**src/rtl/bpu_cfg_pkg.sv**
```systemverilog
// geometry, reset pc and index helpers of the branch predictor
// imported by the tables, the pc generator and the update controller
package bpu_cfg_pkg;

    localparam int unsigned BTB_IDX_W = 6;               // btb and bht index
    localparam int unsigned BTB_DEPTH = 1 << BTB_IDX_W;
    localparam int unsigned TAG_W     = 8;               // pc[22:15]
    localparam int unsigned HIST_W    = 2;               // local history length
    localparam int unsigned PHT_PC_W  = 6;               // pc[8:3]
    localparam int unsigned PHT_IDX_W = HIST_W + PHT_PC_W;
    localparam int unsigned PHT_DEPTH = 1 << PHT_IDX_W;  // also the sweep length
    localparam int unsigned RAS_DEPTH = 8;
    localparam int unsigned RAS_PTR_W = 3;
    localparam logic [31:0] INIT_PC   = 32'h1c00_0000;

    // btb and bht set index, folded from two pc slices
    function automatic logic [BTB_IDX_W-1:0] btb_hash(input logic [31:0] pc);
        return pc[8:3] ^ pc[14:9];
    endfunction

    function automatic logic [TAG_W-1:0] btb_tag(input logic [31:0] pc);
        return pc[22:15];
    endfunction

endpackage

```
**src/rtl/bpu_ras.sv**
```systemverilog
// return address stack, grows upward and wraps on overflow
// push on predicted calls, pop on predicted returns
`timescale 1ns/10ps

module bpu_ras
    import bpu_cfg_pkg::*;
(
    input  logic        clk,
    input  logic        rst,
    input  logic        push_i,
    input  logic        pop_i,
    input  logic [31:0] push_addr_i,
    output logic [31:0] top_o
);

    logic [31:0]          stack [RAS_DEPTH];
    logic [RAS_PTR_W-1:0] top_ptr;  // last pushed entry
    logic [RAS_PTR_W-1:0] w_ptr;    // next free entry

    always_ff @(posedge clk) begin
        if (push_i) begin
            stack[w_ptr] <= push_addr_i;
        end
    end

    // push wins over pop
    always_ff @(posedge clk) begin
        if (rst) begin
            top_ptr <= '1;
            w_ptr   <= '0;
        end else if (push_i) begin
            top_ptr <= w_ptr;
            w_ptr   <= w_ptr + 1'b1;
        end else if (pop_i) begin
            w_ptr   <= top_ptr;
            top_ptr <= top_ptr - 1'b1;
        end
    end

    assign top_o = stack[top_ptr];

endmodule

```
**config.mk**
```make
export PLATFORM = sky130hd
export DESIGN_NAME = bpu_ras
export DESIGN_NICKNAME = d
export VERILOG_FILES = /design/src/rtl/bpu_cfg_pkg.sv /design/src/rtl/bpu_ras.sv
export SDC_FILE = /design/constraint.sdc
export NUM_CORES = 1
export LEC_CHECK = 0
export BUFFER_PORTS_ARGS = -buffer_cell sky130_fd_sc_hd__buf_2
export CAP_MARGIN = 10
export CORE_MARGIN = 8
export CORE_UTILIZATION = 50
export DETAILED_ROUTE_END_ITERATION = 10
export PLACE_DENSITY = 0.74
export RECOVER_POWER = 50
export SLEW_MARGIN = 20
export SYNTH_ARGS = -nofsm -noshare
export SYNTH_HDL_FRONTEND = slang
export SYNTH_SLANG_ARGS = --single-unit
```
**constraint.sdc**
```tcl
create_clock -name clk -period 3.8 [get_ports clk]
set_input_delay 0.76 -clock clk [delete_from_list [all_inputs] [get_ports clk]]
set_output_delay 0.76 -clock clk [all_outputs]
set_load 0.1 [all_outputs]
```
* After elaboration in Yosys (flattened, before gate mapping)
Memories as Yosys holds them, arrays and structs flattened. A register that Yosys moved wholly into a read port is not among the register bits.
Index checks and enable logic that the tools add are counted.
W data, S select, Z words.
** Operators by class
- Add/subtract/negate cells :: 2
- Reductions and logical operators :: 1
- Multiplexer cells :: 8
** Operator list (count)
- $mux W3 :: 6
- $add A3 B1 Y3 const B :: 1
- $sub A3 B1 Y3 const B :: 1
- $mux W1 :: 2
- $reduce_bool A2 Y1 :: 1
** Word-level totals
- Memories kept :: 1
- Register bits :: 6
- Memory bits (writable) :: 256
** Memory list
- stack :: depth 8, width 32, read ports 1, clocked after Yosys merged registers in 1, wr ports 1, RTL line bpu_ras.sv:16 : logic [31:0] stack [RAS_DEPTH];

* Depth between registers and ports, before layout
- Depth in word-level cells :: 5
- Depth in mapped cells :: 4
- Mapped depth without buffers :: 4

* Least setup slack after synthesis
No wires, ideal clock.
- Path kind :: input-to-reg
- From :: input port push_i
- To :: memory stack[4][0] (enable)
- Path buffers :: 1
- Setup slack :: -47 ps
- Data arrival time :: 3386 ps
- Stages on the path :: 3
- Required time :: 3339 ps
- Setup time :: 461 ps
- Cells stage by stage :: clkbuf_1 nand2_1 nor3_1
** Between the ends
- Longest elaborated chain between the ends :: 2
** RTL lines
- start: declaration :: RTL line bpu_ras.sv:10 : input logic push_i,
- $mux W1 :: RTL line bpu_ras.sv:21 : if (push_i) begin
- $mux W1 (implied by the code) :: RTL line bpu_ras.sv:22 : stack[w_ptr] <= push_addr_i;
- end: declaration :: RTL line bpu_ras.sv:16
Every way passes these cells.

==> implementation parameters <==
Parameter                              Value

Logic synthesis
  Flop and latch count out of synthesis ... ~270
  Fraction of post-synthesis cell area in the top cell type by area ... 0.7541
  Average size of a mapped cell ... around 24 sq um
  Cell area after synthesis ... 10,190 sq um
  Count of mapped cells out of synthesis ... roughly 420
  Post-Synthesis Net Count ... between 400 and 500
  Synthesis warning total ... 0
  Number of distinct library cells after synthesis ... 26
  Largest area contributor in the netlist ... sky130_fd_sc_hd__edfxtp_1
  Largest cells by area after synthesis ... sky130_fd_sc_hd__edfxtp_1 (75%), sky130_fd_sc_hd__mux4_1 (10%), sky130_fd_sc_hd__mux4_2 (5.3%)
  Sequential share of the synthesized area ... 0.7717

STA
  Min Clock Period, post-route ... approximately 3300 ps
  Max Freq ... between 0.3 and 0.4 GHz
  Pins Over Slew Limit ... 0
  # setup viols final ... 0
  Setup clock skew after layout ... approximately 5.3 ps
  Final sum of negative setup slack ... 0 ps
  Tightest Pin Transition ... 1109 ps
  Setup repair after global routing missed its margin ... false
  Final worst-path cycle share ... 0.8638
  Worst relative slew slack ... 0.2605
  Number of hold-slack violations in the final timing report ... 0

CTS
  Library cell used as clock root buffer ... sky130_fd_sc_hd__clkbuf_16
  Clk Latency, worst-skew pair ... about 500 ps
  Hold_buf cts ... 0
  Sinks on Clock Net ... 265
  Clock tree from TritonCTS ... yes
  Bufs on Longest Clock Path ... 3
  Number of post-CTS setup repair buffers ... 0
  CTS Buf Count ... 26
  Level count of the clock H-tree ... 1
  Post-CTS sizing ... 0
  Clock-pin slew reported for the worst setup and hold paths after clock tree synthesis ... roughly 60 ps

Final layout
  Share of cells above drive strength 1 ... 0.2852
  Utilization of the core after routing ... 0.5815
  Finished Layout Cells ... ~800
  Count of fill cells added during filler insertion ... approximately 1.4k
  Total Nets Final ... 544
  Multi-input gate area ... 2238 sq um
  Area Growth Syn to Fin ... 14.67%
  Area used by sequential logic in the layout ... around 8000 sq um
  Ant. Diodes ... 0

Routing
  Number of remaining DRC errors ... 0
  Total via count in the routed design ... around 4.5k
  Antenna-violating nets left ... 0
  Number of vias per cell ... between 5 and 6
  Sum of routed wire length over all layers ... between 15,000 and 20,000 um
  Wirelength per Cell ... approximately 23 um
  Router iterations before antenna repair ... 4
  Drt initial violations ... ~340

Place
  Port Buf Inserts ... 67
  HPWL after detailed placement ... around 10,000 um
  Final RePlAce weighted congestion ... 0.6832
  Total placed cells including tap cells ... between 700 and 800

Min path
  Hold Path Cell Cnt ... 2
  Class of the tightest hold or removal check ... input pin to flip-flop
  Worst min-delay path endpoint ... w_ptr[2]
  Startpoint of the tightest hold check path ... rst

Floorplan
  Count of standard-cell rows ... 52
  Die Y-Extent ... 158.8 um
  Initial standard-cell utilization of the core ... 0.5071
  Die area ... 25,210 sq um
  Core area ... between 20,000 and 25,000 sq um
  Horiz. Die Dim ... around 160 um
  Top-Level Pins ... a little under 70

Worst setup path
  R2R cell count ... 3
  Required time at the endpoint of the critical path ... 3040 ps
  Setup CP Type ... flip-flop to output port
  Crit start category ... flip-flop
  Launch point of the worst reg-to-reg path ... w_ptr[2]
  Worst Path Arrival ... around 2500 ps
  CP max FO ... 24
  Flop-to-flop setup slack ... between 1000 and 1500 ps
  Crit path capture type ... output port
  Endpoint of the worst-slack reg-to-reg timing path ... stack[2][4]

Power
  Peak supply drop ... approximately 310 uV
  Cell Pwr Density ... roughly 570 nW/um^2
  Pleak ... roughly 3.9 nW

Global route
  Vias in the first global route ... ~4.9k
  Pin count of the biggest net entering global routing ... 54
  First-pass GRT wire length ... 28,830 um
  All-Layer GR Usage ... 0.1477
  Antenna violations before repair ... 2
  Total overflow reported by the global router ... 0

Flow run
  Max-capacitance violation count ... 0

Run status
  Status ... complete, no violations
==> worst max-delay path, stage by stage (launching register included) <==
cell	delay, ps
sky130_fd_sc_hd__dfxtp_4	380
sky130_fd_sc_hd__buf_4	410
sky130_fd_sc_hd__mux4_1	620
sky130_fd_sc_hd__mux2_2	290
sky130_fd_sc_hd__buf_2	290
==> worst max path at each step <==
stage	start	to	slack, ps	depth (start not counted)
after floorplan	push_i	stack[0][0]	260	2
after global placement	flip-flop	top_o[25]	1070	4
after detailed placement	flip-flop	top_o[25]	1040	4
after CTS	flip-flop	top_o[25]	480	4
after global routing	flip-flop	top_o[26]	390	4
final	flip-flop	top_o[25]	520	4
==> through the flow <==
stage          power, W  setup WS (ps)  hold WS, ps  cell area [sq um]
3_5_place_dp   0.004245           1039        538.9              10920
3_3_place_gp   0.004225           1074        516.2              10920
5_1_grt        0.006815          391.3        497.8              11690
6_report       0.006606          517.4        499.0              11690
4_1_cts        0.006679          482.7        477.6              11740
2_1_floorplan  0.004057          262.0        498.4              10200
==> layout make-up <==
type	instances	share of cell area
tap	270	0.02890
clock inverter	16	0.01124
multi-input combinational	132	0.1915
timing repair buffer	79	0.03479
clock buffer	32	0.05940
inverter	2	0.0006422
sequential	265	0.6736
==> flip-flops by register name (all words and copies together) (netlist names), named ones only <==
| signal | cells |
|---|---|
| w_ptr | 3 |
| top_ptr | 3 |
| stack | 256 |
==> synthesized netlist by cell type <==
cell type	n
sky130_fd_sc_hd__buf_1	3
sky130_fd_sc_hd__xor2_1	1
sky130_fd_sc_hd__nor2b_1	1
sky130_fd_sc_hd__nand4b_1	1
sky130_fd_sc_hd__a31o_2	1
sky130_fd_sc_hd__edfxtp_1	256
sky130_fd_sc_hd__nor2_1	9
sky130_fd_sc_hd__o21ai_0	1
sky130_fd_sc_hd__nor3_1	2
sky130_fd_sc_hd__mux4_1	40
sky130_fd_sc_hd__clkbuf_1	4
sky130_fd_sc_hd__buf_2	6
sky130_fd_sc_hd__buf_6	7
sky130_fd_sc_hd__nand2b_1	5
sky130_fd_sc_hd__nand3b_1	1
sky130_fd_sc_hd__a211oi_1	3
sky130_fd_sc_hd__mux4_2	24
sky130_fd_sc_hd__a31oi_1	1
sky130_fd_sc_hd__a211o_1	2
sky130_fd_sc_hd__mux2_2	33
sky130_fd_sc_hd__mux2i_1	1
sky130_fd_sc_hd__inv_1	2
sky130_fd_sc_hd__nand2_1	3
sky130_fd_sc_hd__xnor2_1	1
sky130_fd_sc_hd__dfxtp_1	9
sky130_fd_sc_hd__ha_1	2
==> kinds of logic (layout without fill, tap and decap cells) <==
logic type / Yosys count / after routing / synth area share
flops: 265 / 265 / 0.7717
mux: 98 / 98 / 0.1935
simple gates: 22 / 22 / 0.01068
buf+inv: 22 / 129 / 0.01399
compound gates: 8 / 8 / 0.005891
fa+ha+maj: 2 / 2 / 0.002454
xor+xnor: 2 / 2 / 0.001719
==> report_power, final <==
group          switching, W  internal, W  leakage [nW]  total (W)
sequential        0.0000325      0.00331          2.40    0.00334
combinational      0.000604     0.000222          1.11   0.000826
clock               0.00101      0.00143         0.402    0.00244
total               0.00164      0.00496          3.92    0.00661
==> layout by cell type (no fill, tap or decap), drive strengths merged, types with 2 or more instances in the layout <==
master	n
a211oi	3
clkinv	13
a211o	2
dfxtp	9
bufinv	2
clkbuf	66
edfxtp	256
nor2	9
mux2	33
nand2	3
nand2b	5
mux4	64
inv	2
buf	45
nor3	2
ha	2
==> routing by layer <==
metal / wire length [um] / vias to the layer above / GRT usage
met2: 9378 / 122 / 0.2512
li1: - / 1987 / -
met5: 27 / - / 0
met4: 240 / 4 / 0.02987
met3: 1013 / 22 / 0.03257
met1: 7890 / 2359 / 0.1929
(Power assumes the default switching activity.)
