## config.mk

```make
export PLATFORM = sky130hd
export DESIGN_NAME = bpu_pc_gen_flat
export DESIGN_NICKNAME = d
export VERILOG_FILES = /design/src/rtl/bpu_cfg_pkg.sv /design/src/rtl/bpu_types_pkg.sv /design/src/rtl/bpu_lookup_if.sv /design/src/rtl/bpu_pc_gen.sv /design/src/flat_wrapper.sv
export SDC_FILE = /design/constraint.sdc
export NUM_CORES = 1
export LEC_CHECK = 0
export ABC_CLOCK_PERIOD_IN_PS = 2900
export CAP_MARGIN = 15
export CORE_AREA = 2 2 144 146
export DETAILED_ROUTE_END_ITERATION = 7
export DIE_AREA = 0 0 146 148
export DONT_BUFFER_PORTS = 1
export SYNTH_ARGS = -nofsm -noshare
export SYNTH_HDL_FRONTEND = slang
export SYNTH_SLANG_ARGS = --single-unit
```

## constraint.sdc

```tcl
create_clock -name clk -period 2.9 [get_ports clk]
set_input_delay 0.58 -clock clk [delete_from_list [all_inputs] [get_ports clk]]
set_output_delay 0.58 -clock clk [all_outputs]
set_load 0.05 [all_outputs]
```

## src/rtl/bpu_cfg_pkg.sv

```systemverilog
// geometry, reset pc and index helpers of the branch predictor
// imported by the tables, the pc generator and the update controller
package bpu_cfg_pkg;

    localparam int unsigned BTB_IDX_W = 6;               // btb and bht index
    localparam int unsigned BTB_DEPTH = 1 << BTB_IDX_W;
    localparam int unsigned TAG_W     = 8;               // pc[22:15]
    localparam int unsigned HIST_W    = 2;               // local history length
    localparam int unsigned PHT_PC_W  = 6;               // pc[8:3]
    localparam int unsigned PHT_IDX_W = HIST_W + PHT_PC_W;
    localparam int unsigned PHT_DEPTH = 1 << PHT_IDX_W;  // also the sweep length
    localparam int unsigned RAS_DEPTH = 8;
    localparam int unsigned RAS_PTR_W = 3;
    localparam logic [31:0] INIT_PC   = 32'h1c00_0000;

    // btb and bht set index, folded from two pc slices
    function automatic logic [BTB_IDX_W-1:0] btb_hash(input logic [31:0] pc);
        return pc[8:3] ^ pc[14:9];
    endfunction

    function automatic logic [TAG_W-1:0] btb_tag(input logic [31:0] pc);
        return pc[22:15];
    endfunction

endpackage

```

## src/rtl/bpu_types_pkg.sv

```systemverilog
// branch types, btb entry layout and counter update rule
// shared by the tables, the pc generator and the update controller
package bpu_types_pkg;
    import bpu_cfg_pkg::*;

    typedef enum logic [1:0] {
        NORMAL = 2'd0,  // conditional
        JUMP   = 2'd1,
        CALL   = 2'd2,
        RET    = 2'd3
    } br_type_e;

    // one btb word
    typedef struct packed {
        logic             valid;
        logic [TAG_W-1:0] tag;
        logic [31:0]      target;
        br_type_e         br_type;
    } btb_entry_t;

    localparam logic [1:0] SCNT_INIT = 2'b01;  // weakly not taken

    // 2-bit saturating counter step
    function automatic logic [1:0] next_scnt(input logic [1:0] scnt, input logic taken);
        logic [1:0] res;
        if (taken) begin
            res = (scnt == 2'b11) ? 2'b11 : scnt + 2'b01;
        end else begin
            res = (scnt == 2'b00) ? 2'b00 : scnt - 2'b01;
        end
        return res;
    endfunction

endpackage

```

## src/rtl/bpu_lookup_if.sv

```systemverilog
// lookup path between the pc generator and the predictor tables
// rd_pc addresses the synchronous reads, results line up with cur_pc
`timescale 1ns/10ps

interface bpu_lookup_if
    import bpu_cfg_pkg::*;
    import bpu_types_pkg::*;
();

    logic [31:0]                  rd_pc;   // next pc
    logic [31:0]                  cur_pc;  // registered pc
    btb_entry_t [1:0]             entry;
    logic [1:0]                   hit;
    logic [1:0][HIST_W-1:0]       hist;
    logic [1:0][1:0]              scnt;

    modport pcgen (
        output rd_pc, cur_pc,
        input  entry, hit, hist, scnt
    );

    modport tbl (
        input  rd_pc, cur_pc,
        output entry, hit, hist, scnt
    );

endinterface

```

## src/rtl/bpu_pc_gen.sv

```systemverilog
// fetch pc register and next pc selection
// forms the slot mask and per-slot predictions, drives ras push and pop
`timescale 1ns/10ps

module bpu_pc_gen
    import bpu_cfg_pkg::*;
    import bpu_types_pkg::*;
(
    input  logic                   clk,
    input  logic                   rst,
    input  logic                   flush_i,
    input  logic [31:0]            redir_addr_i,
    input  logic                   ready_i,
    input  logic                   sweeping_i,
    bpu_lookup_if.pcgen            lkp,
    input  logic [31:0]            ras_top_i,
    output logic                   ras_push_o,
    output logic                   ras_pop_o,
    output logic [31:0]            ras_push_addr_o,
    output logic                   valid_o,
    output logic [31:0]            pc_o,
    output logic [1:0]             mask_o,
    output logic [1:0]             taken_o,
    output logic [1:0][31:0]       target_o,
    output logic [1:0][HIST_W-1:0] hist_o,
    output logic [1:0][1:0]        scnt_o,
    output logic [1:0]             miss_o
);

    logic [31:0]      pc_q;
    logic [31:0]      pc_next;
    logic             valid_q;
    logic             accept;
    logic             flush;
    logic [1:0]       taken;     // raw per-slot prediction
    logic [1:0]       mask;
    logic [1:0]       fire;      // taken and in mask
    logic [1:0][31:0] target;
    logic [1:0][31:0] ret_addr;  // slot pc plus 4
    logic [31:0]      pc_add8;

    assign accept  = valid_q & ready_i;
    assign flush   = flush_i & valid_q;
    assign pc_add8 = {pc_q[31:3] + 29'd1, 3'b000};

    for (genvar i = 0; i < 2; i++) begin : g_slot
        assign taken[i]  = lkp.hit[i] &&
                           (lkp.entry[i].br_type != NORMAL || lkp.scnt[i][1]);
        assign target[i] = (lkp.entry[i].br_type == RET) ? ras_top_i : lkp.entry[i].target;
    end

    assign mask        = {~(mask[0] & taken[0]), ~pc_q[2]};
    assign fire        = taken & mask;
    assign ret_addr[0] = {pc_q[31:3], 3'b100};
    assign ret_addr[1] = pc_add8;

    always_comb begin
        if (rst) begin
            pc_next = INIT_PC;
        end else if (flush) begin
            pc_next = {redir_addr_i[31:2], 2'b00};
        end else if (!accept) begin
            pc_next = pc_q;  // hold
        end else if (fire[0]) begin
            pc_next = target[0];
        end else if (taken[1]) begin
            pc_next = target[1];
        end else begin
            pc_next = pc_add8;
        end
    end

    // first taken slot of an accepted group drives the ras
    always_comb begin
        ras_push_o      = 1'b0;
        ras_pop_o       = 1'b0;
        ras_push_addr_o = ret_addr[0];
        if (accept && !flush) begin
            if (fire[0]) begin
                ras_push_o = (lkp.entry[0].br_type == CALL);
                ras_pop_o  = (lkp.entry[0].br_type == RET);
            end else if (fire[1]) begin
                ras_push_o      = (lkp.entry[1].br_type == CALL);
                ras_pop_o       = (lkp.entry[1].br_type == RET);
                ras_push_addr_o = ret_addr[1];
            end
        end
    end

    always_ff @(posedge clk) begin
        pc_q <= pc_next;
    end

    // low through the sweep and one cycle after it
    always_ff @(posedge clk) begin
        if (rst) begin
            valid_q <= 1'b0;
        end else begin
            valid_q <= ~sweeping_i;
        end
    end

    assign lkp.rd_pc  = pc_next;
    assign lkp.cur_pc = pc_q;

    assign valid_o  = valid_q;
    assign pc_o     = pc_q;
    assign mask_o   = mask;
    assign taken_o  = fire;
    assign target_o = target;
    assign hist_o   = lkp.hist;
    assign scnt_o   = lkp.scnt;
    assign miss_o   = ~lkp.hit;  // backend must train these slots

endmodule

```

## src/flat_wrapper.sv

```systemverilog
// flat-port wrapper written by rule: the top's interface ports become plain ports
module bpu_pc_gen_flat import bpu_cfg_pkg::*; import bpu_types_pkg::*;
  (clk, rst, flush_i, redir_addr_i, ready_i, sweeping_i, ras_top_i, ras_push_o, ras_pop_o, ras_push_addr_o, valid_o, pc_o, mask_o, taken_o, target_o, hist_o, scnt_o, miss_o, lkp_rd_pc, lkp_cur_pc, lkp_entry, lkp_hit, lkp_hist, lkp_scnt);
  bpu_lookup_if lkp_i ();
  input  logic clk;
  input  logic rst;
  input  logic flush_i;
  input  logic [31:0] redir_addr_i;
  input  logic ready_i;
  input  logic sweeping_i;
  input  logic [31:0] ras_top_i;
  output logic ras_push_o;
  output logic ras_pop_o;
  output logic [31:0] ras_push_addr_o;
  output logic valid_o;
  output logic [31:0] pc_o;
  output logic [1:0] mask_o;
  output logic [1:0] taken_o;
  output logic [1:0][31:0] target_o;
  output logic [1:0][HIST_W-1:0] hist_o;
  output logic [1:0][1:0] scnt_o;
  output logic [1:0] miss_o;
  output wire logic [$bits(lkp_i.rd_pc)-1:0] lkp_rd_pc;
  output wire logic [$bits(lkp_i.cur_pc)-1:0] lkp_cur_pc;
  input wire logic [$bits(lkp_i.entry)-1:0] lkp_entry;
  input wire logic [$bits(lkp_i.hit)-1:0] lkp_hit;
  input wire logic [$bits(lkp_i.hist)-1:0] lkp_hist;
  input wire logic [$bits(lkp_i.scnt)-1:0] lkp_scnt;
  assign lkp_rd_pc = lkp_i.rd_pc;
  assign lkp_cur_pc = lkp_i.cur_pc;
  assign lkp_i.entry = lkp_entry;
  assign lkp_i.hit = lkp_hit;
  assign lkp_i.hist = lkp_hist;
  assign lkp_i.scnt = lkp_scnt;
  bpu_pc_gen u_core (.clk(clk), .rst(rst), .flush_i(flush_i), .redir_addr_i(redir_addr_i), .ready_i(ready_i), .sweeping_i(sweeping_i), .lkp(lkp_i), .ras_top_i(ras_top_i), .ras_push_o(ras_push_o), .ras_pop_o(ras_pop_o), .ras_push_addr_o(ras_push_addr_o), .valid_o(valid_o), .pc_o(pc_o), .mask_o(mask_o), .taken_o(taken_o), .target_o(target_o), .hist_o(hist_o), .scnt_o(scnt_o), .miss_o(miss_o));
endmodule
```

Word-level counts from Yosys, hierarchy flattened
Index checks and enable logic that the tools add are counted.
{ "op_classes": {"add_sub_neg": 1, "eq_ne": 4, "muxes": 16, "n_bitwise": 8, "n_reduce_logical": 8} }
{ "op_table": {"columns": ["cell", "count"], "rows": [
  ["$mux 32", 10],
  ["$add 29x1->29 const B", 1],
  ["$eq 2x2->1 const B", 4],
  ["$mux 1", 6],
  ["$reduce_bool 2->1", 2],
  ["$and 1x1->1", 3],
  ["$logic_and 1x1->1", 3],
  ["$not 1->1", 3],
  ["$and 2x2->2", 1],
  ["$logic_or 1x1->1", 2],
  ["$not 2->2", 1],
  ["$logic_not 1->1", 1]
]} }
{ "word_totals": {"ff_bits": 33, "output_inout_bits": 209, "wordCells": 39} }

Depth between registers and ports, before layout
{ "depth": {"word_depth": 10, "mapped_depth": 8, "mapped_depth_nobuf": 7} }

Least setup slack after synthesis
No wires, ideal clock.
{ "synth_timing": {"path_type": "reg-to-output", "startpoint": "register u_core.pc_q[3] (netlist: u_core.lkp.cur_pc[3])", "endpoint": "output port lkp_rd_pc[13]", "t_arrival_ns": 3.656, "required_time_ns": 2.320, "slack_ns": -1.336, "stages_incl_launch_ff": 7, "n_path_buf": 0, "path_cell_list": "dfxtp_1 > ha_1 > and3_1 > and3_1 > nand3_1 > xor2_1 > o311ai_0"} }
{ "synth_via": {"elab_chain_cells": 6} }
{ "synth_lines": {"columns": ["element", "line", "text"], "rows": [
  ["start: declaration", "bpu_pc_gen.sv:30", "logic [31:0] pc_q;"],
  ["start signal: assignment", "bpu_pc_gen.sv:91", "pc_q <= pc_next;"],
  ["$add 29x1->29", "bpu_pc_gen.sv:44", "assign pc_add8 = {pc_q[31:3] + 29'd1, 3'b000};"],
  ["$mux 32", "bpu_pc_gen.sv:66", "end else if (taken[1]) begin"],
  ["$mux 32", "bpu_pc_gen.sv:64", "end else if (fire[0]) begin"],
  ["$mux 32", "bpu_pc_gen.sv:62", "end else if (!accept) begin"],
  ["$mux 32", "bpu_pc_gen.sv:60", "end else if (flush) begin"],
  ["$mux 32", "bpu_pc_gen.sv:58", "if (rst) begin"],
  ["end: declaration", "flat_wrapper.sv:23", "output wire logic [$bits(lkp_i.rd_pc)-1:0] lkp_rd_pc;"]
]} }
Every way passes these cells.

Final worst setup path
{ "layout_timing": {"startpoint": "register u_core.pc_q[3] (netlist: u_core.lkp.cur_pc[3])", "endpoint": "output port lkp_rd_pc[31]"} }
The elaborated chain is that of the path after synthesis.

==> reports/metrics.csv <==
stage;metric;value;unit
outcome;outcome;finished, violations left;
outcome;violations;negative setup slack;
timing;max_slew.worst_pin.slew;0.687;ns
clock_tree;cts_tree;built;
flow_run;maxCapViolations;0;
detailed_routing;antenna_left;0;
pwr;power;3.00;mW
synthesis;syn_area;0.00413;mm2
die;pin_count;374;
worst_setup_path;reg2reg_depth;6;
finish;nets;876;
finish;syn2layout_area_growth;83.0;%
synthesis;synth_edf_count;0;
clock_tree;holdBufCountCts;0;
timing;setup_viol;9;
finish;final_layout_size_suffix_gt1_frac;0.623;
synthesis;yosysUniqueCellTypes;63;
die;initial_core_util;0.206;
detailed_routing;wirelength;26.0;mm
pwr;peakVddDrop;0.186;mV
worst_hold_path;whs_endpoint;u_core.valid_o;
pwr;cellInternalPower;1.45;mW
timing;clock_skew;0.00888;ns
timing;finalHoldViolations;0;
synthesis;synth_area_per_cell;7.55;um2
worst_setup_path;cp-end-kind;output port;
worst_setup_path;path_max_fanout;2;
grt;grt-ovfl-total;0;
grt;grt_max_degree;21;
worst_setup_path;cp_slowest_cell;o31ai_4;
worst_setup_path;cp-startpoint;u_core.lkp.cur_pc[3];
pwr;p_sw;1.55;mW
pwr;p_per_area;397;mW/mm2
clock_tree;clock_path_buffers;2;
timing;final.setup.tns;-0.804;ns
synthesis;ys.flop_type;dfxtp_1;
worst_setup_path;rr_endpoint;u_core.lkp.cur_pc[31];
die;die_area;0.0216;mm2
timing;relSlewSlack;0.541;
die;rows;52;
worst_setup_path;critPathRequiredTime;2.32;ns
worst_hold_path;hold_start;sweeping_i;
pwr;p_seq_frac;0.175;
clock_tree;cts.reportedPaths.clkPinSlew;0.07;ns
detailed_routing;num_vias;5246;
pwr;total_leakage_power;3.08;nW
clock_tree;h-tree-depth;2;
clock_tree;root_buffer;clkbuf_16;
synthesis;seq_area_frac_synth;0.160;
worst_setup_path;start_kind;register;
grt;grt_first_pass_wirelength;36.0;mm
pwr;clkPwrFrac;0.203;
place;gp_congestion;0.925;
detailed_routing;drtIter0Drc;287;
grt;grt_pass1_vias;5252;
pwr;p_comb_frac;0.622;
timing;hold_slack;0.335;ns
finish;final_cell_mix;buf_4, mux2_2, nand2_1, buf_12, o21ai_0;
synthesis;ys_ff_latch;33;
grt;antenna_found_initial;1;
die;chipWidth;146;um
place;post-dp-hpwl;21.1;mm
worst_setup_path;worst-path-buf-inv;0;
worst_setup_path;rrSetupSlack;0.48;ns
detailed_routing;wl_per_cell;26.5;um
clock_tree;clk_latency;0.30;ns
timing;rsz0062_at_grt;yes;
timing;layout_setup_ws;-0.230;ns
worst_setup_path;path_cells;ha_4 > nand3_4 > or4_4 > or4_4 > xor2_1 > o31ai_4;
worst_setup_path;cp_top_family;simple AND/OR/NAND/NOR gates;
finish;final_common_cell;buf_4;
synthesis;syn_inst;547;
clock_tree;cts_made_buffers;5;
finish;antenna_cells;0;
grt;track_usage;0.228;
timing;fin_crit;3.13;ns
timing;drv_slew;0;
timing;fin_crit_sh;1.08;
detailed_routing;drcViolationCount;0;
die;die_h;148;um
worst_setup_path;critical_path_arrival;2.55;ns
worst_setup_path;slowest_delay;0.57;ns
place;port_buffers;0;
die;core;0.0200;mm2
clock_tree;cts_sinks;33;
detailed_routing;via_per_inst;5.35;
timing;fmax;0.319;GHz
detailed_routing;drtPass1Iterations;5;
worst_hold_path;holdPathStages;1;
synthesis;yosys_warnings;0;
pwr;p_sw_frac;0.517;
worst_setup_path;critPathMostFrequentCell;or4_4;
synthesis;synthArstFlopShare;0;
worst_setup_path;reg2reg_from;u_core.lkp.cur_pc[3];
worst_setup_path;critPathKind;reg -> out;
worst_hold_path;hp-class;in -> reg;
-- cell type report --
| class | count | area (um2) |
|---|---|---|
| fillers | 2063 | 12500 |
| repair buffers | 243 | 2450 |
| well taps | 270 | 338 |
| clock buffers | 7 | 153 |
| clock inverters | 1 | 5.00 |
| flip-flops and latches | 33 | 727 |
| inverters | 12 | 45.0 |
| multi-input cells | 415 | 3830 |
-- state kept, by name (all words and copies together) (netlist names) --
register           count
u_core.lkp.cur_pc     32
u_core.valid_o         1
-- cells by family after synthesis --
group                    Yosys count  share of synthesized area
AND/OR/NAND/NOR                  164                      0.202
AO/OA/AOI/OAI                    144                      0.242
other                              1                   0.000908
flip-flops                        33                      0.160
adder cells (fa/ha/maj)            1                    0.00303
multiplexers                      65                      0.177
XOR/XNOR                          39                     0.0828
buffers and inverters            100                      0.133
-- metal layers --
layer | up-vias | share of wire | track usage
met4 | 0 | 0.017 | 0.0524
met3 | 29 | 0.083 | 0.0543
met1 | 2569 | 0.41 | 0.284
li1 | 2303 | - | -
met5 | - | 0 | 0
met2 | 345 | 0.50 | 0.400
-- worst max path at each step --
stage,endpoint,slack [ns],cells after the start
2_1_floorplan,lkp_rd_pc[31],-0.15,6
3_3_place_gp,lkp_rd_pc[21],-0.05,8
3_5_place_dp,lkp_rd_pc[21],-0.01,8
4_1_cts,lkp_rd_pc[31],-0.26,5
5_1_grt,lkp_rd_pc[31],-0.32,5
6_report,lkp_rd_pc[31],-0.23,6
-- cell usage after synthesis (7+ instances only) --
cell / instances / area [um2]
o21ai_0: 29 / 145
mux2_2: 64 / 721
nand2_1: 57 / 214
nor4_1: 9 / 56.3
clkbuf_1: 28 / 105
o22ai_1: 9 / 56.3
a221oi_1: 10 / 87.6
buf_2: 11 / 55.1
inv_1: 11 / 41.3
o21a_1: 7 / 52.6
and3_1: 8 / 50.1
o221ai_1: 7 / 61.3
dfxtp_1: 33 / 661
buf_4: 42 / 315
o211ai_1: 10 / 75.1
a21oi_1: 21 / 105
nor3_1: 12 / 60.1
a211oi_1: 10 / 75.1
xnor2_1: 23 / 201
nor2_1: 26 / 97.6
nand3_1: 13 / 65.1
nand4_1: 12 / 75.1
xor2_1: 16 / 140
-- stage by stage --
step | cell area [um2] | std cells | util | worst slack [ns]
after floorplan | 4840 | 548 | - | -0.153
after global placement | 6900 | 959 | 0.344 | -0.0537
after detailed placement | 6900 | 959 | 0.344 | -0.0136
after CTS | 7330 | 977 | 0.366 | -0.265
after global routing | 7550 | 981 | 0.377 | -0.324
final | 7550 | 981 | 0.377 | -0.230
-- power groups by stage --
stage / Combinational, mW / Clock, mW / Sequential (mW)
final: 1.87 / 0.609 / 0.526
after global routing: 1.93 / 0.644 / 0.530
after CTS: 1.85 / 0.626 / 0.524
after detailed placement: 1.82 / 0 / 0.537
after global placement: 1.81 / 0 / 0.536
after floorplan: 1.18 / 0 / 0.673
-- repair_timing --
action                     in CTS  in global routing
setup buffers                  10                  5
gates resized for setup        39                 40
setup endpoints to repair      28                 33
pin swaps                      20                 19
cloned                          0                  0
No activity file was read; power rests on OpenSTA's default activity.
