<file path="config.mk">
export PLATFORM = sky130hd
export DESIGN_NAME = bpu_update_ctrl_flat
export DESIGN_NICKNAME = d
export VERILOG_FILES = /design/src/rtl/bpu_cfg_pkg.sv /design/src/rtl/bpu_types_pkg.sv /design/src/rtl/bpu_update_if.sv /design/src/rtl/bpu_update_ctrl.sv /design/src/flat_wrapper.sv
export SDC_FILE = /design/constraint.sdc
export NUM_CORES = 1
export LEC_CHECK = 0
export BUFFER_PORTS_ARGS = -buffer_cell sky130_fd_sc_hd__buf_2
export CAP_MARGIN = 20
export CELL_PAD_IN_SITES_DETAIL_PLACEMENT = 0
export CELL_PAD_IN_SITES_GLOBAL_PLACEMENT = 1
export CORE_MARGIN = 3
export CORE_UTILIZATION = 18
export CTS_CLUSTER_SIZE = 12
export DETAILED_ROUTE_END_ITERATION = 12
export PLACE_DENSITY_LB_ADDON = 0.1
export SYNTH_ARGS = -nofsm -noshare
export SYNTH_HDL_FRONTEND = slang
export SYNTH_SLANG_ARGS = --single-unit
</file>
<file path="constraint.sdc">
create_clock -name clk -period 1.5 [get_ports clk]
set_input_delay 0.3 -clock clk [delete_from_list [all_inputs] [get_ports clk]]
set_output_delay 0.3 -clock clk [all_outputs]
set_load 0.02 [all_outputs]
</file>
<file path="src/rtl/bpu_cfg_pkg.sv">
// geometry, reset pc and index helpers of the branch predictor
// imported by the tables, the pc generator and the update controller
package bpu_cfg_pkg;

    localparam int unsigned BTB_IDX_W = 6;               // btb and bht index
    localparam int unsigned BTB_DEPTH = 1 << BTB_IDX_W;
    localparam int unsigned TAG_W     = 8;               // pc[22:15]
    localparam int unsigned HIST_W    = 2;               // local history length
    localparam int unsigned PHT_PC_W  = 6;               // pc[8:3]
    localparam int unsigned PHT_IDX_W = HIST_W + PHT_PC_W;
    localparam int unsigned PHT_DEPTH = 1 << PHT_IDX_W;  // also the sweep length
    localparam int unsigned RAS_DEPTH = 8;
    localparam int unsigned RAS_PTR_W = 3;
    localparam logic [31:0] INIT_PC   = 32'h1c00_0000;

    // btb and bht set index, folded from two pc slices
    function automatic logic [BTB_IDX_W-1:0] btb_hash(input logic [31:0] pc);
        return pc[8:3] ^ pc[14:9];
    endfunction

    function automatic logic [TAG_W-1:0] btb_tag(input logic [31:0] pc);
        return pc[22:15];
    endfunction

endpackage

</file>
<file path="src/rtl/bpu_types_pkg.sv">
// branch types, btb entry layout and counter update rule
// shared by the tables, the pc generator and the update controller
package bpu_types_pkg;
    import bpu_cfg_pkg::*;

    typedef enum logic [1:0] {
        NORMAL = 2'd0,  // conditional
        JUMP   = 2'd1,
        CALL   = 2'd2,
        RET    = 2'd3
    } br_type_e;

    // one btb word
    typedef struct packed {
        logic             valid;
        logic [TAG_W-1:0] tag;
        logic [31:0]      target;
        br_type_e         br_type;
    } btb_entry_t;

    localparam logic [1:0] SCNT_INIT = 2'b01;  // weakly not taken

    // 2-bit saturating counter step
    function automatic logic [1:0] next_scnt(input logic [1:0] scnt, input logic taken);
        logic [1:0] res;
        if (taken) begin
            res = (scnt == 2'b11) ? 2'b11 : scnt + 2'b01;
        end else begin
            res = (scnt == 2'b00) ? 2'b00 : scnt - 2'b01;
        end
        return res;
    endfunction

endpackage

</file>
<file path="src/rtl/bpu_update_if.sv">
// table write port, from the update controller to btb and direction tables
// carries either one backend correction or one step of the reset sweep
`timescale 1ns/10ps

interface bpu_update_if
    import bpu_cfg_pkg::*;
    import bpu_types_pkg::*;
();

    logic [1:0]           we_bank;     // one enable per slot bank
    logic [BTB_IDX_W-1:0] widx;        // btb and bht row
    btb_entry_t           wentry;
    logic [HIST_W-1:0]    hist_wdata;
    logic [PHT_IDX_W-1:0] pht_widx;
    logic [1:0]           pht_wdata;

    modport ctrl (
        output we_bank,
        output widx,
        output wentry,
        output hist_wdata,
        output pht_widx,
        output pht_wdata
    );

    modport tbl (
        input we_bank,
        input widx,
        input wentry,
        input hist_wdata,
        input pht_widx,
        input pht_wdata
    );

endinterface

</file>
<file path="src/rtl/bpu_update_ctrl.sv">
// picks one backend correction per cycle and forms all table write data
// after reset it sweeps every table row before predictions begin
`timescale 1ns/10ps

module bpu_update_ctrl
    import bpu_cfg_pkg::*;
    import bpu_types_pkg::*;
(
    input  logic                   clk,
    input  logic                   rst,
    input  logic [1:0]             upd_valid_i,
    input  logic [1:0][31:0]       upd_pc_i,
    input  logic [1:0][31:0]       upd_target_i,
    input  br_type_e [1:0]         upd_type_i,
    input  logic [1:0]             upd_is_branch_i,
    input  logic [1:0]             upd_taken_i,
    input  logic [1:0]             upd_type_miss_i,
    input  logic [1:0][HIST_W-1:0] upd_hist_i,
    input  logic [1:0][1:0]        upd_scnt_i,
    output logic                   sweeping_o,
    bpu_update_if.ctrl             upd
);

    logic [PHT_IDX_W-1:0] sweep_cnt;
    logic                 sweeping;
    logic                 sel;     // chosen candidate
    logic                 apply;
    logic [31:0]          pc;

    always_ff @(posedge clk) begin
        if (rst) begin
            sweep_cnt <= '0;
            sweeping  <= 1'b1;
        end else if (sweeping) begin
            sweep_cnt <= sweep_cnt + 1'b1;
            if (&sweep_cnt) begin
                sweeping <= 1'b0;  // last row written this cycle
            end
        end
    end

    assign sweeping_o = sweeping;
    assign sel   = ~upd_valid_i[0];
    assign apply = |upd_valid_i;
    assign pc    = upd_pc_i[sel];

    always_comb begin
        if (sweeping) begin
            upd.we_bank    = 2'b11;
            upd.widx       = sweep_cnt[BTB_IDX_W-1:0];
            upd.wentry     = '0;
            upd.hist_wdata = '0;
            upd.pht_widx   = sweep_cnt;
            upd.pht_wdata  = SCNT_INIT;
        end else begin
            upd.we_bank        = {apply & pc[2], apply & ~pc[2]};  // pc bit 2 picks the bank
            upd.widx           = btb_hash(pc);
            upd.wentry.valid   = upd_is_branch_i[sel];
            upd.wentry.tag     = btb_tag(pc);
            upd.wentry.target  = upd_target_i[sel];
            upd.wentry.br_type = upd_type_i[sel];
            // a wrong type restarts the history
            upd.hist_wdata = upd_type_miss_i[sel] ? {HIST_W{upd_taken_i[sel]}} :
                             {upd_hist_i[sel][HIST_W-2:0], upd_taken_i[sel]};
            upd.pht_widx   = {upd_hist_i[sel], pc[PHT_PC_W+2:3]};
            upd.pht_wdata  = next_scnt(upd_scnt_i[sel], upd_taken_i[sel]);
        end
    end

endmodule

</file>
<file path="src/flat_wrapper.sv">
// flat-port wrapper written by rule: the top's interface ports become plain ports
module bpu_update_ctrl_flat import bpu_cfg_pkg::*; import bpu_types_pkg::*;
  (clk, rst, upd_valid_i, upd_pc_i, upd_target_i, upd_type_i, upd_is_branch_i, upd_taken_i, upd_type_miss_i, upd_hist_i, upd_scnt_i, sweeping_o, upd_we_bank, upd_widx, upd_wentry, upd_hist_wdata, upd_pht_widx, upd_pht_wdata);
  bpu_update_if upd_i ();
  input  logic clk;
  input  logic rst;
  input  logic [1:0] upd_valid_i;
  input  logic [1:0][31:0] upd_pc_i;
  input  logic [1:0][31:0] upd_target_i;
  input  br_type_e [1:0] upd_type_i;
  input  logic [1:0] upd_is_branch_i;
  input  logic [1:0] upd_taken_i;
  input  logic [1:0] upd_type_miss_i;
  input  logic [1:0][HIST_W-1:0] upd_hist_i;
  input  logic [1:0][1:0] upd_scnt_i;
  output logic sweeping_o;
  output wire logic [$bits(upd_i.we_bank)-1:0] upd_we_bank;
  output wire logic [$bits(upd_i.widx)-1:0] upd_widx;
  output wire logic [$bits(upd_i.wentry)-1:0] upd_wentry;
  output wire logic [$bits(upd_i.hist_wdata)-1:0] upd_hist_wdata;
  output wire logic [$bits(upd_i.pht_widx)-1:0] upd_pht_widx;
  output wire logic [$bits(upd_i.pht_wdata)-1:0] upd_pht_wdata;
  assign upd_we_bank = upd_i.we_bank;
  assign upd_widx = upd_i.widx;
  assign upd_wentry = upd_i.wentry;
  assign upd_hist_wdata = upd_i.hist_wdata;
  assign upd_pht_widx = upd_i.pht_widx;
  assign upd_pht_wdata = upd_i.pht_wdata;
  bpu_update_ctrl u_core (.clk(clk), .rst(rst), .upd_valid_i(upd_valid_i), .upd_pc_i(upd_pc_i), .upd_target_i(upd_target_i), .upd_type_i(upd_type_i), .upd_is_branch_i(upd_is_branch_i), .upd_taken_i(upd_taken_i), .upd_type_miss_i(upd_type_miss_i), .upd_hist_i(upd_hist_i), .upd_scnt_i(upd_scnt_i), .sweeping_o(sweeping_o), .upd(upd_i));
endmodule
</file>
Word level (Yosys, flattened, before mapping)
Cells that the tools add are included.

Bits of input ports: 150. Register bits: 9. Word-level logic and storage cells: 43. Output and inout bits: 64.

$lt $le $gt $ge: 1. Bitwise logic cells: 5. Reductions and logical operators: 3. Equality and inequality tests: 1. $add $sub $neg: 3. Muxes and demuxes: 28.

Operator list (count): $mux 32 (2); $mux 23 (2); $mux 43 (1); $mux 2 (13); $add 8x1->8 const B (1); $mux 1 (8); $mux 8 (1); $reduce_and 8->1 (1); $mux 6 (1); $xor 6x6->6 (1); $add 2x1->2 const B (1); $and 1x1->1 (2); $eq 2x2->1 const B (1); $logic_not 2->1 (1); $lt 1x2->1 const B (1); $not 1->1 (2); $reduce_or 2->1 (1); $sub 2x1->2 const B (1).

Depth between registers and ports, before layout
Gate-level depths: netlist of the first run.

Depth in word-level cells: 7. Gate-level depth with buffers: 5. Mapped depth without buffers: 4.

Worst setup path after synthesis of the first run
No wires, ideal clock.

Path kind: reg-to-output. Start: register u_core.sweeping, in the netlist u_core.sweeping_o. End: output upd_widx[4]. Stages on the path, launching flop included: 4. Data arrival time: 1.422 ns. Required time: 1.200 ns. Buffers on the path: 1. Slack: -0.222 ns. Cell sequence: dfxtp_1 -> buf_2 -> nor2_1 -> a222oi_1.

Word-level cells in the longest chain between the ends: 1.

Ends and longest elaborated chain: start: declaration (line bpu_update_ctrl.sv:25) `logic sweeping;`; start signal: assignment (line bpu_update_ctrl.sv:33) `sweeping <= 1'b1;`; start signal: assignment (line bpu_update_ctrl.sv:37) `sweeping <= 1'b0;`; $mux 6 (line bpu_update_ctrl.sv:48) `if (sweeping) begin`; end: declaration (line flat_wrapper.sv:18) `output wire logic [$bits(upd_i.widx)-1:0] upd_widx;`.

No other way between the ends.

Worst setup path in the final report of the first run
Start: register u_core.sweeping, in the netlist u_core.sweeping_o. End: output upd_hist_wdata[1].

Word-level cells in the longest chain between the ends: 1.

Ends and longest elaborated chain: $mux 2 (line bpu_update_ctrl.sv:48); end: declaration (line flat_wrapper.sv:20) `output wire logic [$bits(upd_i.hist_wdata)-1:0] upd_hist_wdata;`.

No other way between the ends.

==> results of run 1 <==
## per-stage QoR
step | std cells | setup TNS [ns] | worst slack (ns)
4_1_cts | 521 | -0.762 | -0.141
3_3_place_gp | 512 | -4.26 | -0.164
2_1_floorplan | 207 | -1.17 | -0.128
5_1_grt | 524 | -4.25 | -0.195
6_report | 524 | -1.05 | -0.100
3_5_place_dp | 512 | -4.25 | -0.166
## registers in the layout, indices dropped and copies added (netlist names)
register           flops
u_core.sweep_cnt       8
u_core.sweeping_o      1
## cell families after synthesis
group	share of synthesized area, %
AO/OA/AOI/OAI	9.94
multiplexers	37.7
adder cells (fa/ha/maj)	1.47
AND/OR/NAND/NOR	22.2
buffers and inverters	7.74
flip-flops	11.7
XOR/XNOR	9.13
## worst max-delay path by stage
stage	cells past startpoint	startpoint	to	slack (ns)
after floorplan	4	upd_valid_i[0]	upd_widx[1]	-0.13
after global placement	5	upd_valid_i[0]	upd_pht_wdata[0]	-0.16
after detailed placement	5	upd_valid_i[0]	upd_pht_wdata[0]	-0.17
after CTS	3	u_core.sweeping_o$_SDFF_PP1_	upd_widx[5]	-0.14
after global routing	3	u_core.sweeping_o$_SDFF_PP1_	upd_widx[1]	-0.19
final	5	u_core.sweeping_o$_SDFF_PP1_	upd_hist_wdata[1]	-0.10
## timing repair
item | in CTS | in global routing
pin swaps | 4 | 5
gates resized for setup | 80 | 55
buffers inserted | 3 | 4
gates cloned | 2 | 0
setup endpoints to repair | 59 | 57
hold endpoints to repair | 0 | 0
## power groups by stage
stage | Clock [µW] | Sequential [µW] | Combinational (µW)
final | 289 | 260 | 535
after global routing | 322 | 261 | 587
after CTS | 303 | 260 | 523
after detailed placement | 0 | 266 | 459
after global placement | 0 | 265 | 454
after floorplan | 0 | 262 | 230
## per-layer routing
metal / up-vias / routed length (µm) / global-route usage [%]
met2: 114 / 3690 / 25.0
met3: 2 / 625 / 3.64
met1: 1004 / 2910 / 17.5
met5: - / 0 / 0
met4: 0 / 39 / 2.84
li1: 1149 / - / -
## layout make-up
class | instances | area share [%]
Timing Repair Buffer | 224 | 46.1
Multi-Input combinational cell | 177 | 42.4
Sequential cell | 9 | 5.60
Tap cell | 105 | 3.98
Clock buffer | 4 | 1.36
Inverter | 5 | 0.568
## cell usage in the layout (no fill, tap or decap), types with 2 or more instances in the layout
| cell | count |
|---|---|
| a222oi_1 | 4 |
| nand4_1 | 2 |
| nor2_2 | 13 |
| buf_4 | 60 |
| mux2i_1 | 49 |
| mux2i_2 | 3 |
| or3_1 | 4 |
| nand3_1 | 3 |
| buf_12 | 8 |
| dfxtp_1 | 7 |
| nand2_1 | 10 |
| inv_1 | 4 |
| mux2_4 | 3 |
| o21ai_1 | 2 |
| nor2_1 | 32 |
| o21ai_0 | 4 |
| buf_6 | 16 |
| o21ai_2 | 5 |
| xnor2_1 | 13 |
| xor2_1 | 3 |
| a21oi_1 | 4 |
| nor2_4 | 7 |
| clkbuf_8 | 3 |
| buf_2 | 138 |
==> out/results.ini, run 1 <==
[pwr]
p_leak_uw = 0.00172
powerDensity_nw_per_um2 = 328
clockPowerShare_pct = 26.7
combPwrFrac_pct = 49.3
switching_power_uw = 341
p_total_uw = 1080
switching_share_pct = 31.5
seqPwrFrac_pct = 24.0
intPower_uw = 743
vdd_ir_drop_max_v = 0.000201

[status]
violations = setup timing
status = finished, violations left

[route]
drc = 0
drt_pass1_iterations = 4
viasPerCell = 4.33
drtIter0Drc = 33
drt-wirelength-per-cell_um = 13.9
totalWireLength_um = 7270
num_vias = 2269
drtAntennaViolNets = 0

[worst_setup_path]
critPathMaxFanout = 12
r2r_cells = 5
critPathMaxStageDelay_ns = 0.37
cp-end-kind = primary output
cpMostUsedCell = buf_4
cp_data_arrival_time_ns = 1.30
crit_family = buffers and inverters
critPathBufInv = 4
worstReg2RegStart = u_core.sweeping_o$_SDFF_PP1_
crit_type = reg2out
worstPathRequired_ns = 1.20
crit_chain = buf_12 -> buf_4 -> buf_8 -> a211oi_2 -> buf_4
regToRegEndpoint = u_core.sweep_cnt[5]$_SDFFE_PP0P_
cp_slowest_cell = dfxtp_4
start_kind = flop
regToRegSetupSlack_ns = 0.13

[job]
max_cap_violations = 0

[layout]
multi_input_area_um2 = 1400
n_fill_cell = 879
final_nets = 571
drive_above_1_share_pct = 64.9
syn_to_final_growth_pct = 115
postLayoutCoreUtil_pct = 40.0
design_area_um2 = 3300
n_antenna_cell = 0
register_area_um2 = 185

[timing]
worst_hold_slack_ns = 0.359
hold_viol = 0
max_slew_margin_pct = 77.7
max_freq_ghz = 0.625
fin_crit_sh_pct = 107
drv_slew = 0
finClkSkew_ns = 0.00625
fin_crit_ns = 1.60
layout_setup_ws_ns = -0.100
worstMarginPinSlew_ns = 0.333
setup_viol = 21
rsz0062_at_grt = yes

[yosys]
ys_seq_elements = 9
ys.flop_type = dfxtp_1
synth-edff-count = 0
yosysSeqAreaShare_pct = 11.7
yosysMostFrequentCell = mux2i_1
netlist_area_um2 = 1540
synthArstFlopShare_pct = 0
ys_warn_count = 0
synth_top_area_share_pct = 34.6
avgSynthCellArea_um2 = 7.42
synth_area_leader_cell = mux2i_1
postSynthCellCount = 207
ys_top_cells_by_count = mux2i_1, nor2_1, xnor2_1, nand2_1, o21ai_0
yosys-top-cells-area = mux2i_1, nor2_1, dfxtp_1
syn_nets = 358
synth.distinct_cells = 30

[clock_network]
htree_levels = 1
path_clk_slew_ns = 0.05
cts_buffers = 3
clk_latency_ns = 0.24
hold_buffers = 0
root_buffer = clkbuf_8
cts.path.max_buffers = 2
cts.sinks = 9
cts_tree = built

[placement]
io_buffers = 191
place_area_um2 = 2770
gp_congestion = 0.753
dp_hpwl_um = 5790

[floorplanning]
coreArea_um2 = 8260
rows = 33
dieArea_um2 = 9670
initial_core_util_pct = 18.6
fp.dieH_um = 98.4
die_w_um = 98.4
io_pins = 214

[global_route]
grt_remaining_overflow = 0
grt_max_degree = 22
grt_pass1_vias = 2221
grt_first_pass_wirelength_um = 11200
grtUsageTotal_pct = 14.2
antenna_found_initial = 0

[hold_path]
min_path_cells = 2
hold_path_class = in2reg
hold_end = u_core.sweep_cnt[7]$_SDFFE_PP0P_
hold_start = rst

(Power assumes the default switching activity.)
==> run 2, diff against run 1 <==
--- a/config.mk
+++ b/config.mk
@@ -14,6 +14,7 @@
 export CTS_CLUSTER_SIZE = 12
 export DETAILED_ROUTE_END_ITERATION = 12
 export PLACE_DENSITY_LB_ADDON = 0.1
+export RECOVER_POWER = 50
 export SYNTH_ARGS = -nofsm -noshare
 export SYNTH_HDL_FRONTEND = slang
 export SYNTH_SLANG_ARGS = --single-unit
==> constraint.sdc (replaced) <==
create_clock -name clk -period 1.7 [get_ports clk]
set_input_delay 0.34 -clock clk [delete_from_list [all_inputs] [get_ports clk]]
set_output_delay 0.34 -clock clk [all_outputs]
set_load 0.02 [all_outputs]
==> run 2 against run 1 <==
Setup slack gained 0.14 ns. Sequential share of layout area grew 0.78 points. Final area shrank 12%. Total power shrank 18%. Combinational power shrank 23%. Register-to-register slack gained 0.13 ns. Clock-buffer cell count is the same. The run now ends clean. Largest cell class is now multi-input gates.
==> out/results.ini, run 2 (synthesis results as in run 1) <==
[floorplanning]
initial_core_util_pct = 18.6  ; unchanged
dieArea_um2 = 9670  ; unchanged
die_w_um = 98.4  ; unchanged
rows = 33  ; unchanged
io_pins = 214  ; unchanged
coreArea_um2 = 8260  ; unchanged
fp.dieH_um = 98.4  ; unchanged

[pwr]
vdd_ir_drop_max_v = 0.000439  ; +120%
powerDensity_nw_per_um2 = 308  ; -6.2%
intPower_uw = 624  ; -16%
clockPowerShare_pct = 28.1  ; +1.4 points
switching_share_pct = 30.1  ; -1.4 points
seqPwrFrac_pct = 25.5  ; +1.5 points
combPwrFrac_pct = 46.4  ; -2.9 points
switching_power_uw = 268  ; -21%
p_leak_uw = 0.00164  ; -4.7%

[route]
drc = 0  ; unchanged
drt_pass1_iterations = 5  ; +1
num_vias = 2208  ; -2.7%
viasPerCell = 4.30  ; -0.60%
totalWireLength_um = 6920  ; -4.8%
drt-wirelength-per-cell_um = 13.5  ; -2.7%
drtAntennaViolNets = 0  ; unchanged
drtIter0Drc = 29  ; -12%

[worst_setup_path]
cp_data_arrival_time_ns = 1.32  ; +0.02 ns
worstPathRequired_ns = 1.36  ; +0.16 ns
regToRegEndpoint = u_core.sweep_cnt[5]$_SDFFE_PP0P_
critPathMaxFanout = 21  ; +9
regToRegSetupSlack_ns = 0.26  ; +0.13 ns
r2r_cells = 5  ; unchanged
crit_type = reg2out
cp-end-kind = primary output
start_kind = flop
worstReg2RegStart = u_core.sweeping_o$_SDFF_PP1_

[layout]
n_fill_cell = 912  ; +3.8%
final_nets = 560  ; -1.9%
register_area_um2 = 185  ; unchanged
mostFrequentLayoutCells = buf_2, mux2i_1, nor2_1
layout_commonest_cell = buf_2
n_antenna_cell = 0  ; unchanged
design_area_um2 = 2900  ; -12%
largest-register = u_core.sweep_cnt
drive_above_1_share_pct = 56.6  ; -8.3 points
multi_input_area_um2 = 1270  ; -9.0%
largest_reg_flops = 8  ; unchanged
syn_to_final_growth_pct = 88.9

[job]
max_cap_violations = 0  ; unchanged

[hold_path]
hold_start = rst
min_path_cells = 2  ; unchanged
hold_end = u_core.sweep_cnt[4]$_SDFFE_PP0P_
hold_path_class = in2reg

[timing]
hold_viol = 0  ; unchanged
drv_slew = 0  ; unchanged
fin_crit_ns = 1.66
finClkSkew_ns = 0.000976  ; -0.00527 ns
max_freq_ghz = 0.603
setup_viol = 0  ; -100%
worstMarginPinSlew_ns = 0.306  ; -0.0271 ns
rsz0062_at_grt = yes
max_slew_margin_pct = 79.5  ; +1.8 points
fin_crit_sh_pct = 97.5
fin_tns_setup_ns = 0  ; +1.05 ns

[global_route]
grt_first_pass_wirelength_um = 9950  ; -11%
grt_remaining_overflow = 0  ; unchanged
grtUsageTotal_pct = 12.3  ; -1.9 points
grt_pass1_vias = 2034  ; -8.4%
antenna_found_initial = 0  ; unchanged
grt_max_degree = 32  ; +45%

[clock_network]
clk_latency_ns = 0.23  ; about the same
cts.path.max_buffers = 2  ; unchanged
hold_buffers = 0  ; unchanged
path_clk_slew_ns = 0.05  ; about the same
cts_buffers = 3  ; unchanged
root_buffer = clkbuf_8
htree_levels = 1  ; unchanged
cts.sinks = 9  ; unchanged
cts_tree = built

[placement]
gp_congestion = 0.748  ; -0.57%
dp_hpwl_um = 5600  ; -3.4%
place_area_um2 = 2680  ; -3.1%
io_buffers = 191  ; unchanged

[status]
status = finished clean

[run 2: changes by cell type in the layout (fill, tap and decap cells not counted), sizes merged]
cell      before  now
inv            5    4
clkbuf         4    6
buf          224  211
clkinvlp       0    1
[run 2: area by class of cell]
type	count	area share [%]
flip-flops and latches	9	6.38
inverters	5	0.777
multi-input cells	177	43.9
well taps	105	4.53
repair buffers	213	42.8
clock buffers	4	1.55
[run 2: worst max-delay path: stages (launching register included)]
cell      delay, ns
dfxtp_4        0.39
buf_12         0.17
a222oi_1       0.30
buf_2          0.22
[run 2: per-stage QoR]
step / util (%) / worst slack (ns) / power (µW) / hold slack [ns] / std cells
after floorplan: - / -0.00794 / 432 / 0.469 / 207
after global placement: 32.5 / -0.0258 / 618 / 0.494 / 502
after detailed placement: 32.5 / -0.0353 / 625 / 0.508 / 502
after CTS: 33.6 / -0.000271 / 892 / 0.406 / 507
after global routing: 35.1 / -0.0254 / 974 / 0.419 / 513
final: 35.1 / 0.0428 / 892 / 0.400 / 513
[run 2: how the worst max path moves through the flow]
stage,end,cells after the start,startpoint
3_5_place_dp,upd_pht_wdata[0],5,upd_valid_i[0]
2_1_floorplan,upd_widx[1],4,upd_valid_i[0]
5_1_grt,upd_widx[4],3,u_core.sweeping_o$_SDFF_PP1_
6_report,upd_widx[3],3,u_core.sweeping_o$_SDFF_PP1_
4_1_cts,upd_pht_widx[1],4,u_core.sweeping_o$_SDFF_PP1_
3_3_place_gp,upd_pht_wdata[0],5,upd_valid_i[0]
[run 2: timing repair]
item / CTS / global route
buffers inserted: 1 / 5
endpoints found under the setup margin: 12 / 14
gates resized for setup: 10 / 16
cloned: 0 / 2
pin swaps: 2 / 3
[run 2: metal layers]
metal | vias to the layer above | track usage, % | wire, µm
met3 | 0 | 3.43 | 648
li1 | 1123 | - | -
met1 | 973 | 14.0 | 2630
met5 | - | 0 | 0
met4 | 0 | 0.630 | 0
met2 | 112 | 23.8 | 3640
[run 2: power by group through the flow]
stage                     clock, µW  combinational [µW]  sequential (µW)
after floorplan                   0                 201              231
after global placement            0                 385              233
after detailed placement          0                 392              233
after CTS                       263                 402              228
after global routing            287                 459              229
final                           251                 414              228
